File: src/csr_pkg.sv
package csr_pkg;

  typedef logic [31:0] word_t;
  typedef logic [13:0] csr_addr_t;
  typedef logic [5:0]  ecode_t;
  typedef logic [8:0]  esubcode_t;
  typedef logic [7:0]  excp_vec_t;
  typedef logic [1:0]  rdcnt_t;

  // csr addresses
  localparam csr_addr_t CSR_CRMD   = 14'h0;
  localparam csr_addr_t CSR_PRMD   = 14'h1;
  localparam csr_addr_t CSR_ECTL   = 14'h4;
  localparam csr_addr_t CSR_ESTAT  = 14'h5;
  localparam csr_addr_t CSR_ERA    = 14'h6;
  localparam csr_addr_t CSR_BADV   = 14'h7;
  localparam csr_addr_t CSR_EENTRY = 14'hc;
  localparam csr_addr_t CSR_SAVE0  = 14'h30;
  localparam csr_addr_t CSR_SAVE1  = 14'h31;
  localparam csr_addr_t CSR_SAVE2  = 14'h32;
  localparam csr_addr_t CSR_SAVE3  = 14'h33;
  localparam csr_addr_t CSR_TID    = 14'h40;
  localparam csr_addr_t CSR_TCFG   = 14'h41;
  localparam csr_addr_t CSR_TVAL   = 14'h42;
  localparam csr_addr_t CSR_TICLR  = 14'h44;

  localparam int NUM_SAVE = 4;
  localparam csr_addr_t CSR_SAVE_ADDR [NUM_SAVE] = '{CSR_SAVE0, CSR_SAVE1, CSR_SAVE2, CSR_SAVE3};

  // writable bits per register
  localparam word_t WMASK_CRMD   = 32'h0000_01ff;
  localparam word_t WMASK_PRMD   = 32'h0000_0007;
  localparam word_t WMASK_ECTL   = 32'h0000_1bff;
  localparam word_t WMASK_ESTAT  = 32'h0000_0003;
  localparam word_t WMASK_EENTRY = 32'hffff_ffc0;
  localparam word_t WMASK_FULL   = 32'hffff_ffff;

  // field positions
  localparam int CRMD_PLV_HI      = 1;
  localparam int CRMD_IE          = 2;
  localparam int CRMD_DA          = 3;
  localparam int PRMD_PPLV_HI     = 1;
  localparam int PRMD_PIE         = 2;
  localparam int ESTAT_SWI_HI     = 1;
  localparam int ESTAT_HWI_LO     = 2;
  localparam int ESTAT_HWI_HI     = 9;
  localparam int ESTAT_TI         = 11;
  localparam int ESTAT_IS_HI      = 12;
  localparam int ESTAT_ECODE_LO   = 16;
  localparam int ESTAT_ECODE_HI   = 21;
  localparam int ESTAT_ESUB_LO    = 22;
  localparam int ESTAT_ESUB_HI    = 30;
  localparam int TCFG_EN          = 0;
  localparam int TCFG_PERIODIC    = 1;
  localparam int TCFG_INITVAL_LO  = 2;
  localparam int TICLR_CLR        = 0;

  // cause bits in excp_vec_t, lowest index has highest priority
  localparam int EXC_INT  = 0;
  localparam int EXC_ADEF = 1;
  localparam int EXC_ADEM = 2;
  localparam int EXC_ALE  = 3;
  localparam int EXC_SYS  = 4;
  localparam int EXC_BRK  = 5;
  localparam int EXC_INE  = 6;
  localparam int EXC_IPE  = 7;

  localparam ecode_t ECODE_INT = 6'h0;
  localparam ecode_t ECODE_ADE = 6'h8;
  localparam ecode_t ECODE_ALE = 6'h9;
  localparam ecode_t ECODE_SYS = 6'hb;
  localparam ecode_t ECODE_BRK = 6'hc;
  localparam ecode_t ECODE_INE = 6'hd;
  localparam ecode_t ECODE_IPE = 6'he;
  localparam esubcode_t ESUBCODE_ADEM = 9'd1;

  localparam rdcnt_t RDCNT_NONE = 2'd0;
  localparam rdcnt_t RDCNT_ID   = 2'd1;
  localparam rdcnt_t RDCNT_LOW  = 2'd2;
  localparam rdcnt_t RDCNT_HIGH = 2'd3;

  // direct address mode out of reset
  localparam word_t CRMD_RESET = word_t'(1) << CRMD_DA;

  function automatic word_t wmask_merge(word_t old_val, word_t new_val, word_t mask);
    return (old_val & ~mask) | (new_val & mask);
  endfunction

endpackage

File: src/csr_excp_unit.sv
`timescale 1ns/1ps

module csr_excp_unit import csr_pkg::*; (
  input  excp_vec_t excp_i,
  input  word_t     pc_i,
  input  word_t     vaddr_i,
  output logic      excp_valid_o,
  output ecode_t    ecode_o,
  output esubcode_t esubcode_o,
  output logic      badv_we_o,
  output word_t     badv_val_o
);

  logic [2:0] win;
  logic       addr_err;

  // pick the lowest set index
  always_comb begin
    win = '0;
    for (int i = $bits(excp_vec_t) - 1; i >= 0; i--) begin
      if (excp_i[i]) begin
        win = 3'(i);
      end
    end
  end

  always_comb begin
    ecode_o    = ECODE_INT;
    esubcode_o = '0;
    case (win)
      EXC_INT: begin
        ecode_o = ECODE_INT;
      end
      EXC_ADEF: begin
        ecode_o = ECODE_ADE;
      end
      EXC_ADEM: begin
        ecode_o    = ECODE_ADE;
        esubcode_o = ESUBCODE_ADEM;
      end
      EXC_ALE: begin
        ecode_o = ECODE_ALE;
      end
      EXC_SYS: begin
        ecode_o = ECODE_SYS;
      end
      EXC_BRK: begin
        ecode_o = ECODE_BRK;
      end
      EXC_INE: begin
        ecode_o = ECODE_INE;
      end
      EXC_IPE: begin
        ecode_o = ECODE_IPE;
      end
      default: begin
        ecode_o = ECODE_INT;
      end
    endcase
  end

  assign excp_valid_o = |excp_i;

  // address faults capture a bad va
  assign addr_err = (win == EXC_ADEF) || (win == EXC_ADEM) || (win == EXC_ALE);
  assign badv_we_o = excp_valid_o && addr_err;
  // fetch fault reports the pc itself
  assign badv_val_o = (win == EXC_ADEF) ? pc_i : vaddr_i;

endmodule

File: src/csr_timer.sv
`timescale 1ns/1ps

module csr_timer import csr_pkg::*; (
  input  logic        clk,
  input  logic        rst_n,
  input  logic        csr_we_i,
  input  csr_addr_t   csr_w_addr_i,
  input  word_t       csr_w_mask_i,
  input  word_t       csr_w_data_i,
  output word_t       tcfg_o,
  output word_t       tval_o,
  output logic        timer_int_o,
  output logic [63:0] stable_cnt_o
);

  word_t       tcfg_q;
  word_t       tval_q;
  word_t       tcfg_next;
  word_t       reload_val;
  logic        timer_en_q;
  logic        ti_q;
  logic        tcfg_we;
  logic        ticlr_we;
  logic        ti_clr;
  logic        expire;
  logic [63:0] stable_cnt_q;

  // initval field scaled by 4, low bits cleared
  function automatic word_t initval_ticks(word_t cfg);
    return (cfg >> TCFG_INITVAL_LO) << TCFG_INITVAL_LO;
  endfunction

  assign tcfg_we   = csr_we_i && (csr_w_addr_i == CSR_TCFG);
  assign ticlr_we  = csr_we_i && (csr_w_addr_i == CSR_TICLR);
  assign ti_clr    = ticlr_we && csr_w_mask_i[TICLR_CLR] && csr_w_data_i[TICLR_CLR];
  assign tcfg_next = wmask_merge(tcfg_q, csr_w_data_i, csr_w_mask_i & WMASK_FULL);
  assign expire    = timer_en_q && (tval_q == '0);

  // one-shot parks at all ones
  assign reload_val = tcfg_q[TCFG_PERIODIC] ? initval_ticks(tcfg_q) : '1;

  always_ff @(posedge clk) begin
    if (!rst_n) begin
      tcfg_q     <= '0;
      tval_q     <= '0;
      timer_en_q <= 1'b0;
    end else begin
      if (tcfg_we) begin
        tcfg_q     <= tcfg_next;
        tval_q     <= initval_ticks(tcfg_next);
        timer_en_q <= tcfg_next[TCFG_EN];
      end else if (expire) begin
        tval_q     <= reload_val;
        timer_en_q <= tcfg_q[TCFG_PERIODIC];
      end else if (timer_en_q) begin
        tval_q <= tval_q - 32'd1;
      end
    end
  end

  // clear beats a same-cycle expiry
  always_ff @(posedge clk) begin
    if (!rst_n) begin
      ti_q <= 1'b0;
    end else if (ti_clr) begin
      ti_q <= 1'b0;
    end else if (expire) begin
      ti_q <= 1'b1;
    end
  end

  always_ff @(posedge clk) begin
    if (!rst_n) begin
      stable_cnt_q <= '0;
    end else begin
      stable_cnt_q <= stable_cnt_q + 64'd1;
    end
  end

  assign tcfg_o       = tcfg_q;
  assign tval_o       = tval_q;
  assign timer_int_o  = ti_q;
  assign stable_cnt_o = stable_cnt_q;

  // a stopped timer holds its count until reconfigured
  a_tval_hold: assert property (@(posedge clk) disable iff (!rst_n)
    (!timer_en_q && !tcfg_we) |=> $stable(tval_q));

endmodule

File: src/csr_regfile.sv
`timescale 1ns/1ps

module csr_regfile import csr_pkg::*; (
  input  logic        clk,
  input  logic        rst_n,
  input  logic        csr_we_i,
  input  csr_addr_t   csr_w_addr_i,
  input  word_t       csr_w_mask_i,
  input  word_t       csr_w_data_i,
  input  csr_addr_t   csr_r_addr_i,
  input  rdcnt_t      rdcnt_i,
  input  logic        excp_valid_i,
  input  ecode_t      ecode_i,
  input  esubcode_t   esubcode_i,
  input  logic        badv_we_i,
  input  word_t       badv_val_i,
  input  word_t       pc_i,
  input  logic        ertn_i,
  input  logic [7:0]  int_i,
  input  word_t       tcfg_i,
  input  word_t       tval_i,
  input  logic        timer_int_i,
  input  logic [63:0] stable_cnt_i,
  output word_t       crmd_o,
  output word_t       era_o,
  output word_t       eentry_o,
  output logic        int_o,
  output word_t       csr_r_data_o
);

  word_t crmd_q;
  word_t prmd_q;
  word_t ectl_q;
  word_t estat_q;
  word_t era_q;
  word_t badv_q;
  word_t eentry_q;
  word_t tid_q;
  word_t save_q [NUM_SAVE];
  word_t estat_word;
  word_t estat_wr;
  word_t rd_data;

  logic wr_crmd;
  logic wr_prmd;
  logic wr_ectl;
  logic wr_estat;
  logic wr_era;
  logic wr_badv;
  logic wr_eentry;
  logic wr_tid;

  function automatic word_t wr_val(word_t old_val, word_t wmask);
    return wmask_merge(old_val, csr_w_data_i, csr_w_mask_i & wmask);
  endfunction

  assign wr_crmd   = csr_we_i && (csr_w_addr_i == CSR_CRMD);
  assign wr_prmd   = csr_we_i && (csr_w_addr_i == CSR_PRMD);
  assign wr_ectl   = csr_we_i && (csr_w_addr_i == CSR_ECTL);
  assign wr_estat  = csr_we_i && (csr_w_addr_i == CSR_ESTAT);
  assign wr_era    = csr_we_i && (csr_w_addr_i == CSR_ERA);
  assign wr_badv   = csr_we_i && (csr_w_addr_i == CSR_BADV);
  assign wr_eentry = csr_we_i && (csr_w_addr_i == CSR_EENTRY);
  assign wr_tid    = csr_we_i && (csr_w_addr_i == CSR_TID);
  assign estat_wr  = wr_val(estat_q, WMASK_ESTAT);

  // csr writes are last so they win over events
  always_ff @(posedge clk) begin
    if (!rst_n) begin
      crmd_q <= CRMD_RESET;
      prmd_q <= '0;
    end else begin
      if (excp_valid_i) begin
        prmd_q[PRMD_PPLV_HI:0] <= crmd_q[CRMD_PLV_HI:0];
        prmd_q[PRMD_PIE]       <= crmd_q[CRMD_IE];
        crmd_q[CRMD_PLV_HI:0]  <= '0;
        crmd_q[CRMD_IE]        <= 1'b0;
      end
      if (ertn_i) begin
        crmd_q[CRMD_PLV_HI:0] <= prmd_q[PRMD_PPLV_HI:0];
        crmd_q[CRMD_IE]       <= prmd_q[PRMD_PIE];
      end
      if (wr_crmd) begin
        crmd_q <= wr_val(crmd_q, WMASK_CRMD);
      end
      if (wr_prmd) begin
        prmd_q <= wr_val(prmd_q, WMASK_PRMD);
      end
    end
  end

  always_ff @(posedge clk) begin
    if (!rst_n) begin
      estat_q <= '0;
      era_q   <= '0;
      badv_q  <= '0;
    end else begin
      // hw lines land one cycle late
      estat_q[ESTAT_HWI_HI:ESTAT_HWI_LO] <= int_i;
      if (excp_valid_i) begin
        estat_q[ESTAT_ECODE_HI:ESTAT_ECODE_LO] <= ecode_i;
        estat_q[ESTAT_ESUB_HI:ESTAT_ESUB_LO]   <= esubcode_i;
        era_q <= pc_i;
      end
      if (badv_we_i) begin
        badv_q <= badv_val_i;
      end
      // only the swi bits are writable
      if (wr_estat) begin
        estat_q[ESTAT_SWI_HI:0] <= estat_wr[ESTAT_SWI_HI:0];
      end
      if (wr_era) begin
        era_q <= wr_val(era_q, WMASK_FULL);
      end
      if (wr_badv) begin
        badv_q <= wr_val(badv_q, WMASK_FULL);
      end
    end
  end

  always_ff @(posedge clk) begin
    if (!rst_n) begin
      ectl_q   <= '0;
      eentry_q <= '0;
      tid_q    <= '0;
      for (int i = 0; i < NUM_SAVE; i++) begin
        save_q[i] <= '0;
      end
    end else begin
      if (wr_ectl) begin
        ectl_q <= wr_val(ectl_q, WMASK_ECTL);
      end
      if (wr_eentry) begin
        eentry_q <= wr_val(eentry_q, WMASK_EENTRY);
      end
      if (wr_tid) begin
        tid_q <= wr_val(tid_q, WMASK_FULL);
      end
      for (int i = 0; i < NUM_SAVE; i++) begin
        if (csr_we_i && (csr_w_addr_i == CSR_SAVE_ADDR[i])) begin
          save_q[i] <= wr_val(save_q[i], WMASK_FULL);
        end
      end
    end
  end

  // ti lives in the timer
  always_comb begin
    estat_word           = estat_q;
    estat_word[ESTAT_TI] = timer_int_i;
  end

  assign int_o = crmd_q[CRMD_IE] &&
                 |(estat_word[ESTAT_IS_HI:0] & ectl_q[ESTAT_IS_HI:0]);

  always_comb begin
    rd_data = '0;
    if (rdcnt_i == RDCNT_NONE) begin
      case (csr_r_addr_i)
        CSR_CRMD:   rd_data = crmd_q;
        CSR_PRMD:   rd_data = prmd_q;
        CSR_ECTL:   rd_data = ectl_q;
        CSR_ESTAT:  rd_data = estat_word;
        CSR_ERA:    rd_data = era_q;
        CSR_BADV:   rd_data = badv_q;
        CSR_EENTRY: rd_data = eentry_q;
        CSR_TID:    rd_data = tid_q;
        CSR_TCFG:   rd_data = tcfg_i;
        CSR_TVAL:   rd_data = tval_i;
        // write-only clear strobe
        CSR_TICLR:  rd_data = '0;
        default: begin
          for (int i = 0; i < NUM_SAVE; i++) begin
            if (csr_r_addr_i == CSR_SAVE_ADDR[i]) begin
              rd_data = save_q[i];
            end
          end
        end
      endcase
    end else begin
      case (rdcnt_i)
        RDCNT_ID:   rd_data = tid_q;
        RDCNT_LOW:  rd_data = stable_cnt_i[31:0];
        RDCNT_HIGH: rd_data = stable_cnt_i[63:32];
        default:    rd_data = '0;
      endcase
    end
  end

  always_ff @(posedge clk) begin
    csr_r_data_o <= rd_data;
  end

  assign crmd_o   = crmd_q;
  assign era_o    = era_q;
  assign eentry_o = eentry_q;

  // exception entry and return come from different pipeline slots
  a_excp_ertn_excl: assert property (@(posedge clk) disable iff (!rst_n)
    !(excp_valid_i && ertn_i));

  // interrupts are masked right after exception entry
  a_int_masked: assert property (@(posedge clk) disable iff (!rst_n)
    (excp_valid_i && !wr_crmd) |=> !int_o);

endmodule

File: src/la_csr_unit.sv
`timescale 1ns/1ps

module la_csr_unit import csr_pkg::*; (
  input  logic       clk,
  input  logic       rst_n,
  input  logic       csr_we_i,
  input  csr_addr_t  csr_w_addr_i,
  input  word_t      csr_w_mask_i,
  input  word_t      csr_w_data_i,
  input  csr_addr_t  csr_r_addr_i,
  input  rdcnt_t     rdcnt_i,
  input  excp_vec_t  excp_i,
  input  word_t      pc_i,
  input  word_t      vaddr_i,
  input  logic       ertn_i,
  input  logic [7:0] int_i,
  output word_t      crmd_o,
  output word_t      era_o,
  output word_t      eentry_o,
  output logic       int_o,
  output word_t      csr_r_data_o
);

  logic        excp_valid;
  ecode_t      ecode;
  esubcode_t   esubcode;
  logic        badv_we;
  word_t       badv_val;
  word_t       tcfg;
  word_t       tval;
  logic        timer_int;
  logic [63:0] stable_cnt;

  csr_excp_unit i_excp (
    .excp_i       (excp_i),
    .pc_i         (pc_i),
    .vaddr_i      (vaddr_i),
    .excp_valid_o (excp_valid),
    .ecode_o      (ecode),
    .esubcode_o   (esubcode),
    .badv_we_o    (badv_we),
    .badv_val_o   (badv_val)
  );

  csr_timer i_timer (
    .clk          (clk),
    .rst_n        (rst_n),
    .csr_we_i     (csr_we_i),
    .csr_w_addr_i (csr_w_addr_i),
    .csr_w_mask_i (csr_w_mask_i),
    .csr_w_data_i (csr_w_data_i),
    .tcfg_o       (tcfg),
    .tval_o       (tval),
    .timer_int_o  (timer_int),
    .stable_cnt_o (stable_cnt)
  );

  csr_regfile i_regfile (
    .clk          (clk),
    .rst_n        (rst_n),
    .csr_we_i     (csr_we_i),
    .csr_w_addr_i (csr_w_addr_i),
    .csr_w_mask_i (csr_w_mask_i),
    .csr_w_data_i (csr_w_data_i),
    .csr_r_addr_i (csr_r_addr_i),
    .rdcnt_i      (rdcnt_i),
    .excp_valid_i (excp_valid),
    .ecode_i      (ecode),
    .esubcode_i   (esubcode),
    .badv_we_i    (badv_we),
    .badv_val_i   (badv_val),
    .pc_i         (pc_i),
    .ertn_i       (ertn_i),
    .int_i        (int_i),
    .tcfg_i       (tcfg),
    .tval_i       (tval),
    .timer_int_i  (timer_int),
    .stable_cnt_i (stable_cnt),
    .crmd_o       (crmd_o),
    .era_o        (era_o),
    .eentry_o     (eentry_o),
    .int_o        (int_o),
    .csr_r_data_o (csr_r_data_o)
  );

endmodule

File: config.mk
export PLATFORM = sky130hd
export DESIGN_NAME = la_csr_unit
export DESIGN_NICKNAME = d
export VERILOG_FILES = /design/src/csr_pkg.sv /design/src/csr_excp_unit.sv /design/src/csr_timer.sv /design/src/csr_regfile.sv /design/src/la_csr_unit.sv
export SDC_FILE = /design/constraint.sdc
export NUM_CORES = 1
export LEC_CHECK = 0
export BUFFER_PORTS_ARGS = -buffer_cell sky130_fd_sc_hd__buf_4
export CAP_MARGIN = 20
export CORE_MARGIN = 5
export CORE_UTILIZATION = 56
export CTS_CLUSTER_DIAMETER = 50
export DETAILED_ROUTE_END_ITERATION = 12
export PLACE_DENSITY_LB_ADDON = 0.12
export SLEW_MARGIN = 20
export SYNTH_ARGS = -nofsm -noshare
export SYNTH_HDL_FRONTEND = slang
export SYNTH_SLANG_ARGS = --single-unit
File: constraint.sdc
create_clock -name clk -period 4.7 [get_ports clk]
set_input_delay 0.235 -clock clk [delete_from_list [all_inputs] [get_ports clk]]
set_output_delay 0.235 -clock clk [all_outputs]
set_load 0.02 [all_outputs]
==> impl_metrics.csv, run 1 <==
group,metric,value,unit
synthesis,synth-edff-count,128,
global_routing,grtUsageMet2,0.6212,
routing,remaining_drc_errors,0,
clocking,post-cts-setup-buffer-count,0,
routing,wl,97.14,mm
synthesis,netlist_instances,2932,
job,max_cap_viol_count,0,
routing,vias,25102,
cells_and_area,stdcell_area,30310,um2
synthesis,synth_top_family_by_area,"simple AND/OR/NAND/NOR gates",
setup_path,cp_max_fo,22,
outcome,status,"finished, final reports clean",
synthesis,synthesis.area,24700,um2
floorplan,coreArea,43930,um2
setup_path,critPathArrivalTime,3670,ps
global_routing,overflow,0,
clocking,cts_resized,0,
sta,rsz0062_at_grt,"no",
sta,finalMaxSlewViolations,0,
setup_path,crit_required,5250,ps
cells_and_area,nNetsFinal,3417,
clocking,cts_max_path_buffers,3,
routing,viasPerCell,6.480,
sta,slew_headroom,0.2595,
global_routing,antenna_found_initial,1,
sta,setup_viol,0,
placed_design,place_congestion,0.9550,
sta,timing.final.hold_violations,0,
sta,period_share,0.6626,
routing,first_iter_violations,2738,
synthesis,synth_area_leaders,"dfxtp_1, edfxtp_1, a21oi_1",
clocking,clkTransAtPathRegs,60,ps
clocking,clock_sinks,451,
power_and_ir_drop,powerDensity,307.0,nW/um2
floorplan,fp.dieH,220.0,um
power_and_ir_drop,vdd_drop_max,0.0002507,V
worst_hold_path,min_path_type,"input port to register",
synthesis,synth_xor_area_frac,0.02766,
clocking,cts-root-buf,"clkbuf_16",
synthesis,yosysSeqAreaShare,0.4174,
global_routing,grt_util_all_layers,0.3864,
global_routing,grt_busiest_layer,"met2",
clocking,hold_buffers,154,
synthesis,synth_compound_area_frac,0.1957,
global_routing,grt_max_degree,93,
clocking,cts_tree,"built",
floorplan,die_x,220.0,um
synthesis,synthArstFlopShare,0,
setup_path,cp-start-kind,"input port",
setup_path,crit_path_end_kind,"register",
synthesis,synthMuxAreaShare,0.07310,
sta,max_freq,321.1,MHz
sta,period_needed,3114,ps
synthesis,synth_commonest_cells,"a21oi_1, nand2_1, dfxtp_1",
synthesis,ys_ff_latch,451,
floorplan,ioPinCount,307,
synthesis,yosys.area.top_type,"dfxtp_1",
global_routing,grt_pass1_wl,144.7,mm
setup_path,criticalPathCategory,"input port to register",
floorplan,start_util,0.5622,
placed_design,port_buffers,277,
clocking,cts_buffers,53,
placed_design,dpl.hpwl,64.24,mm
global_routing,met3_usage,0.09026,
clocking,h-tree-depth,2,
synthesis,synthAdderAreaFrac,0.001520,
cells_and_area,syn_to_final_growth,22.71,%
sta,final.setup.tns,0,ps
synthesis,synth.distinct_cells,84,
routing,first_pass_iters,6,
cells_and_area,drive_gt1_frac,0.1429,
power_and_ir_drop,p_leak,11.85,nW
placed_design,placed_area,27030,um2
routing,ant_nets,0,
routing,routedWlPerCell,25.08,um
sta,worst_pin_slew,1111,ps
synthesis,yosysMostFrequentCell,"a21oi_1",
sta,finClkSkew,23.66,ps
synthesis,syn_avg_cell_area,8.424,um2
floorplan,die_area,48400,um2
synthesis,synth_warnings,0,
global_routing,grt_pass1_vias,24642,
floorplan,num_rows,77,
synthesis,ys.flop_type,"dfxtp_1",
global_routing,use_met1,0.4684,
synthesis,post-synth-top-area-fraction,0.2618,
clocking,clk_latency,620,ps
synthesis,synthSimpleGateAreaFrac,0.2357,
==> layer usage <==
metal | part of all wire | wire length [um]
met3 | 0.11 | 10320
met1 | 0.36 | 35400
met5 | 0 | 0
met4 | 0.070 | 6808
met2 | 0.46 | 44610
==> critical path: stages <==
cell and delay, ps:
buf_4 110, nor4_2 550, nand4_1 380, nor2_4 750
buf_4 430, a211oi_1 130, a311oi_1 260, a21boi_0 220
dlygate4sd3_1 590
==> final cells by class <==
cell class,instances,area [um2]
Multi-Input combinational cell,2231,13430
Inverter,24,95.09
Clock buffer,73,1464
Timing Repair Buffer,475,4016
Antenna cell,1,2.502
Sequential cell,451,10310
Clock inverter,27,244.0
Tap cell,592,740.7
Fill cell,3593,13630
==> worst paths after layout <==
check | from | to | slack, ps | cells after the start
setup / recovery | csr_w_addr_i[9] | register | 1590 | 9
hold reg to reg | i_timer.tcfg_o[21] | i_timer.tcfg_o[21] | 470 | 2
setup reg to reg | i_timer.tval_o[12] | i_timer.tval_o[11] | 1830 | 7
hold / removal | pc_i[26] | register | 20 | 3
==> power by group <==
group / switching, W / internal (W) / leakage, nW
combinational: 0.000602 / 0.000422 / 7.09
sequential: 0.0000822 / 0.00410 / 3.95
clock: 0.00175 / 0.00235 / 0.814
==> cells in the final DEF (no fill, tap or decap), types with 19 or more instances in the layout <==
cell type / instances
inv_1: 23
xor2_1: 43
o21ai_0: 141
buf_4: 317
o21bai_1: 26
a21oi_1: 376
nand4_1: 29
a22oi_1: 20
nor4_1: 24
nand3_1: 106
dlygate4sd3_1: 154
edfxtp_1: 128
and2_1: 25
a31oi_1: 19
xnor2_1: 35
nor2_1: 238
mux2i_1: 159
o2111a_1: 25
or3_1: 41
conb_1: 29
a21boi_0: 20
nand2b_1: 187
nor3_1: 37
a221oi_1: 20
nand2_1: 362
clkbuf_16: 55
dfxtp_1: 322
==> stage by stage <==
stage	setup slack [ps]	std cells	total power, W	hold slack, ps	util
finish	1586	3874	0.009305	20.89	0.6899
global route	1429	3873	0.009547	23.16	0.6898
CTS	1758	3872	0.009267	2.822	0.6892
detailed placement	1636	3618	0.005135	442.3	0.6152
global placement	1733	3617	0.005120	443.7	0.6146
floorplan	733.8	2960	0.004729	314.3	-
==> logic make-up (layout without fill, tap and decap cells) <==
| family | Yosys count | after routing |
|---|---|---|
| other | 1 | 30 |
| AND/OR/NAND/NOR | 1162 | 1162 |
| buffers and inverters | 278 | 599 |
| flip-flops | 451 | 451 |
| XOR/XNOR | 78 | 78 |
| AO/OA/AOI/OAI | 787 | 787 |
| multiplexers | 172 | 172 |
| adder cells (fa/ha/maj) | 3 | 3 |
No activity file was read; power rests on OpenSTA's default activity.
==> run 2: changes to the inputs <==
==> constraint.sdc (replaced) <==
create_clock -name clk -period 3.1 [get_ports clk]
set_input_delay 0.155 -clock clk [delete_from_list [all_inputs] [get_ports clk]]
set_output_delay 0.155 -clock clk [all_outputs]
set_load 0.02 [all_outputs]
==> impl_metrics.csv, run 2 (same netlist as run 1, synthesis figures left out) <==
group,metric,value,unit
worst_hold_path,hold_start,"excp_i[3]",
routing,routedWlPerCell,25.27,um
clocking,cts_tree,"built",
sta,finClkSkew,28.80,ps
worst_hold_path,hold-path-endpoint,"i_regfile.estat_q[18]",
setup_path,criticalPathCategory,"register to register",
sta,finalMaxSlewViolations,0,
routing,first_iter_violations,3116,
global_routing,antenna_found_initial,0,
placed_design,dpl.hpwl,65.38,mm
sta,timing.final.ws_setup,323.0,ps
job,max_cap_viol_count,0,
power_and_ir_drop,switching_power,0.003734,W
floorplan,fp.dieH,220.0,um
worst_hold_path,min_path_type,"input port to register",
routing,viasPerCell,6.439,
power_and_ir_drop,switching_share,0.2549,
power_and_ir_drop,seqPwrFrac,0.432,
placed_design,place_ws,297.4,ps
floorplan,coreArea,43930,um2
setup_path,r2r_setup_slack,320,ps
global_routing,grt_max_degree,114,
floorplan,die_area,48400,um2
cells_and_area,final_cell_mix,"a21oi_1, nand2_1, buf_4",
cells_and_area,syn_to_final_growth,27.02,%
clocking,h-tree-depth,2,
power_and_ir_drop,power.clock.fraction,0.458,
floorplan,start_util,0.5622,
floorplan,ioPinCount,307,
sta,rsz0062_at_grt,"no",
clocking,cts_resized,0,
clocking,clk_latency,630,ps
sta,slew_headroom,0.3622,
setup_path,critPathArrivalTime,3240,ps
clocking,hold_buffers,221,
sta,timing.hold.ws,29.66,ps
sta,period_needed,2777,ps
clocking,clkTransAtPathRegs,70,ps
cells_and_area,nNetsFinal,3518,
floorplan,num_rows,77,
sta,period_share,0.8958,
sta,max_freq,360.1,MHz
setup_path,timing.rr.end,"i_timer.tval_o[25]",
placed_design,port_buffers,277,
setup_path,reg2reg_from,"i_timer.tval_o[2]",
routing,vias,25589,
setup_path,cp-start-kind,"register",
clocking,cts_max_path_buffers,3,
placed_design,place_congestion,0.9917,
setup_path,reg2reg_depth,6,
setup_path,crit_path_end_kind,"register",
sta,setup_viol,0,
outcome,status,"finished, final reports clean",
global_routing,grt_pass1_vias,25012,
clocking,post-cts-setup-buffer-count,0,
power_and_ir_drop,p_leak,12.36,nW
routing,remaining_drc_errors,0,
setup_path,crit_required,3560,ps
sta,timing.final.hold_violations,0,
sta,worst_pin_slew,956.7,ps
power_and_ir_drop,vdd_drop_max,0.0004895,V
power_and_ir_drop,powerDensity,467.0,nW/um2
cells_and_area,antennaDiodeCount,0,
clocking,cts-root-buf,"clkbuf_16",
clocking,clock_sinks,451,
floorplan,die_x,220.0,um
global_routing,grt_pass1_wl,149.7,mm
cells_and_area,final_common_cell,"a21oi_1",
cells_and_area,drive_gt1_frac,0.1490,
setup_path,cp_max_fo,17,
clocking,cts_buffers,53,
global_routing,overflow,0,
routing,wl,100.4,mm
global_routing,grt_util_all_layers,0.4027,
routing,ant_nets,0,
worst_hold_path,holdPathStages,5,
routing,first_pass_iters,8,
power_and_ir_drop,power_frac_comb,0.111,
power_and_ir_drop,intPower,0.01092,W
==> run 2: cell types whose count changed in the layout (fill, tap and decap cells not counted), sizes merged, moves of 2 or more <==
| cell | delta |
|---|---|
| buf | +34 |
| bufinv | +4 |
| clkbuf | -2 |
| clkinvlp | -5 |
| dlygate4sd3 | +67 |
| inv | +2 |
==> run 2: worst max-delay path, cell delays in order (launching register included) <==
cell and delay [ps]:
dfxtp_1 360, or4_1 730, nor4_4 530, and3_1 360, nand3_4 290, o21ai_0 290, a21oi_1 60
==> run 2: through the flow <==
step / utilization / area [um2] / total power, W / TNS (ps) / instances
detailed placement: 0.6213 / 27290 / 0.007816 / 0 / 3653
global route: 0.7141 / 31370 / 0.01504 / 0 / 3974
finish: 0.7141 / 31370 / 0.01465 / 0 / 3974
global placement: 0.6213 / 27290 / 0.007791 / 0 / 3653
floorplan: - / 24800 / 0.007169 / -38560 / 2960
CTS: 0.7141 / 31370 / 0.01462 / 0 / 3974
==> run 2: worst max-delay path by stage <==
stage | endpoint | depth (start not counted) | start | slack [ps]
floorplan | i_regfile.save_q[0][0] | 4 | csr_w_addr_i[9] | -600
global placement | i_regfile.csr_r_data_o[17] | 8 | csr_r_addr_i[9] | 330
detailed placement | i_regfile.csr_r_data_o[29] | 8 | csr_r_addr_i[9] | 300
CTS | i_timer.tval_o[23] | 6 | i_timer.tval_o[2] | 380
global route | i_timer.tval_o[23] | 6 | i_timer.tval_o[2] | 150
finish | i_timer.tval_o[25] | 6 | i_timer.tval_o[2] | 320
==> run 2: power by group through the flow <==
stage          clock network (W)  registers, W  logic [W]
5_1_grt                  0.00700       0.00633    0.00170
6_report                 0.00671       0.00632    0.00162
2_1_floorplan                  0       0.00647   0.000697
4_1_cts                  0.00673       0.00632    0.00157
3_3_place_gp                   0       0.00644    0.00135
3_5_place_dp                   0       0.00644    0.00137
==> run 2: layer usage <==
metal | global-route usage | wire, um | up-vias
met4 | 0.2480 | 7368 | 0
li1 | - | - | 11313
met2 | 0.6490 | 45820 | 1698
met5 | 0 | 0 | -
met1 | 0.4993 | 36690 | 12162
met3 | 0.07776 | 10540 | 416
==> run 2: cell type report <==
| cell class | count | area [um2] |
|---|---|---|
| Clock buffer | 71 | 1516 |
| Clock inverter | 29 | 347.8 |
| Fill cell | 3391 | 12560 |
| Inverter | 24 | 95.09 |
| Multi-Input combinational cell | 2231 | 13400 |
| Sequential cell | 451 | 10310 |
| Tap cell | 592 | 740.7 |
| Timing Repair Buffer | 576 | 4965 |
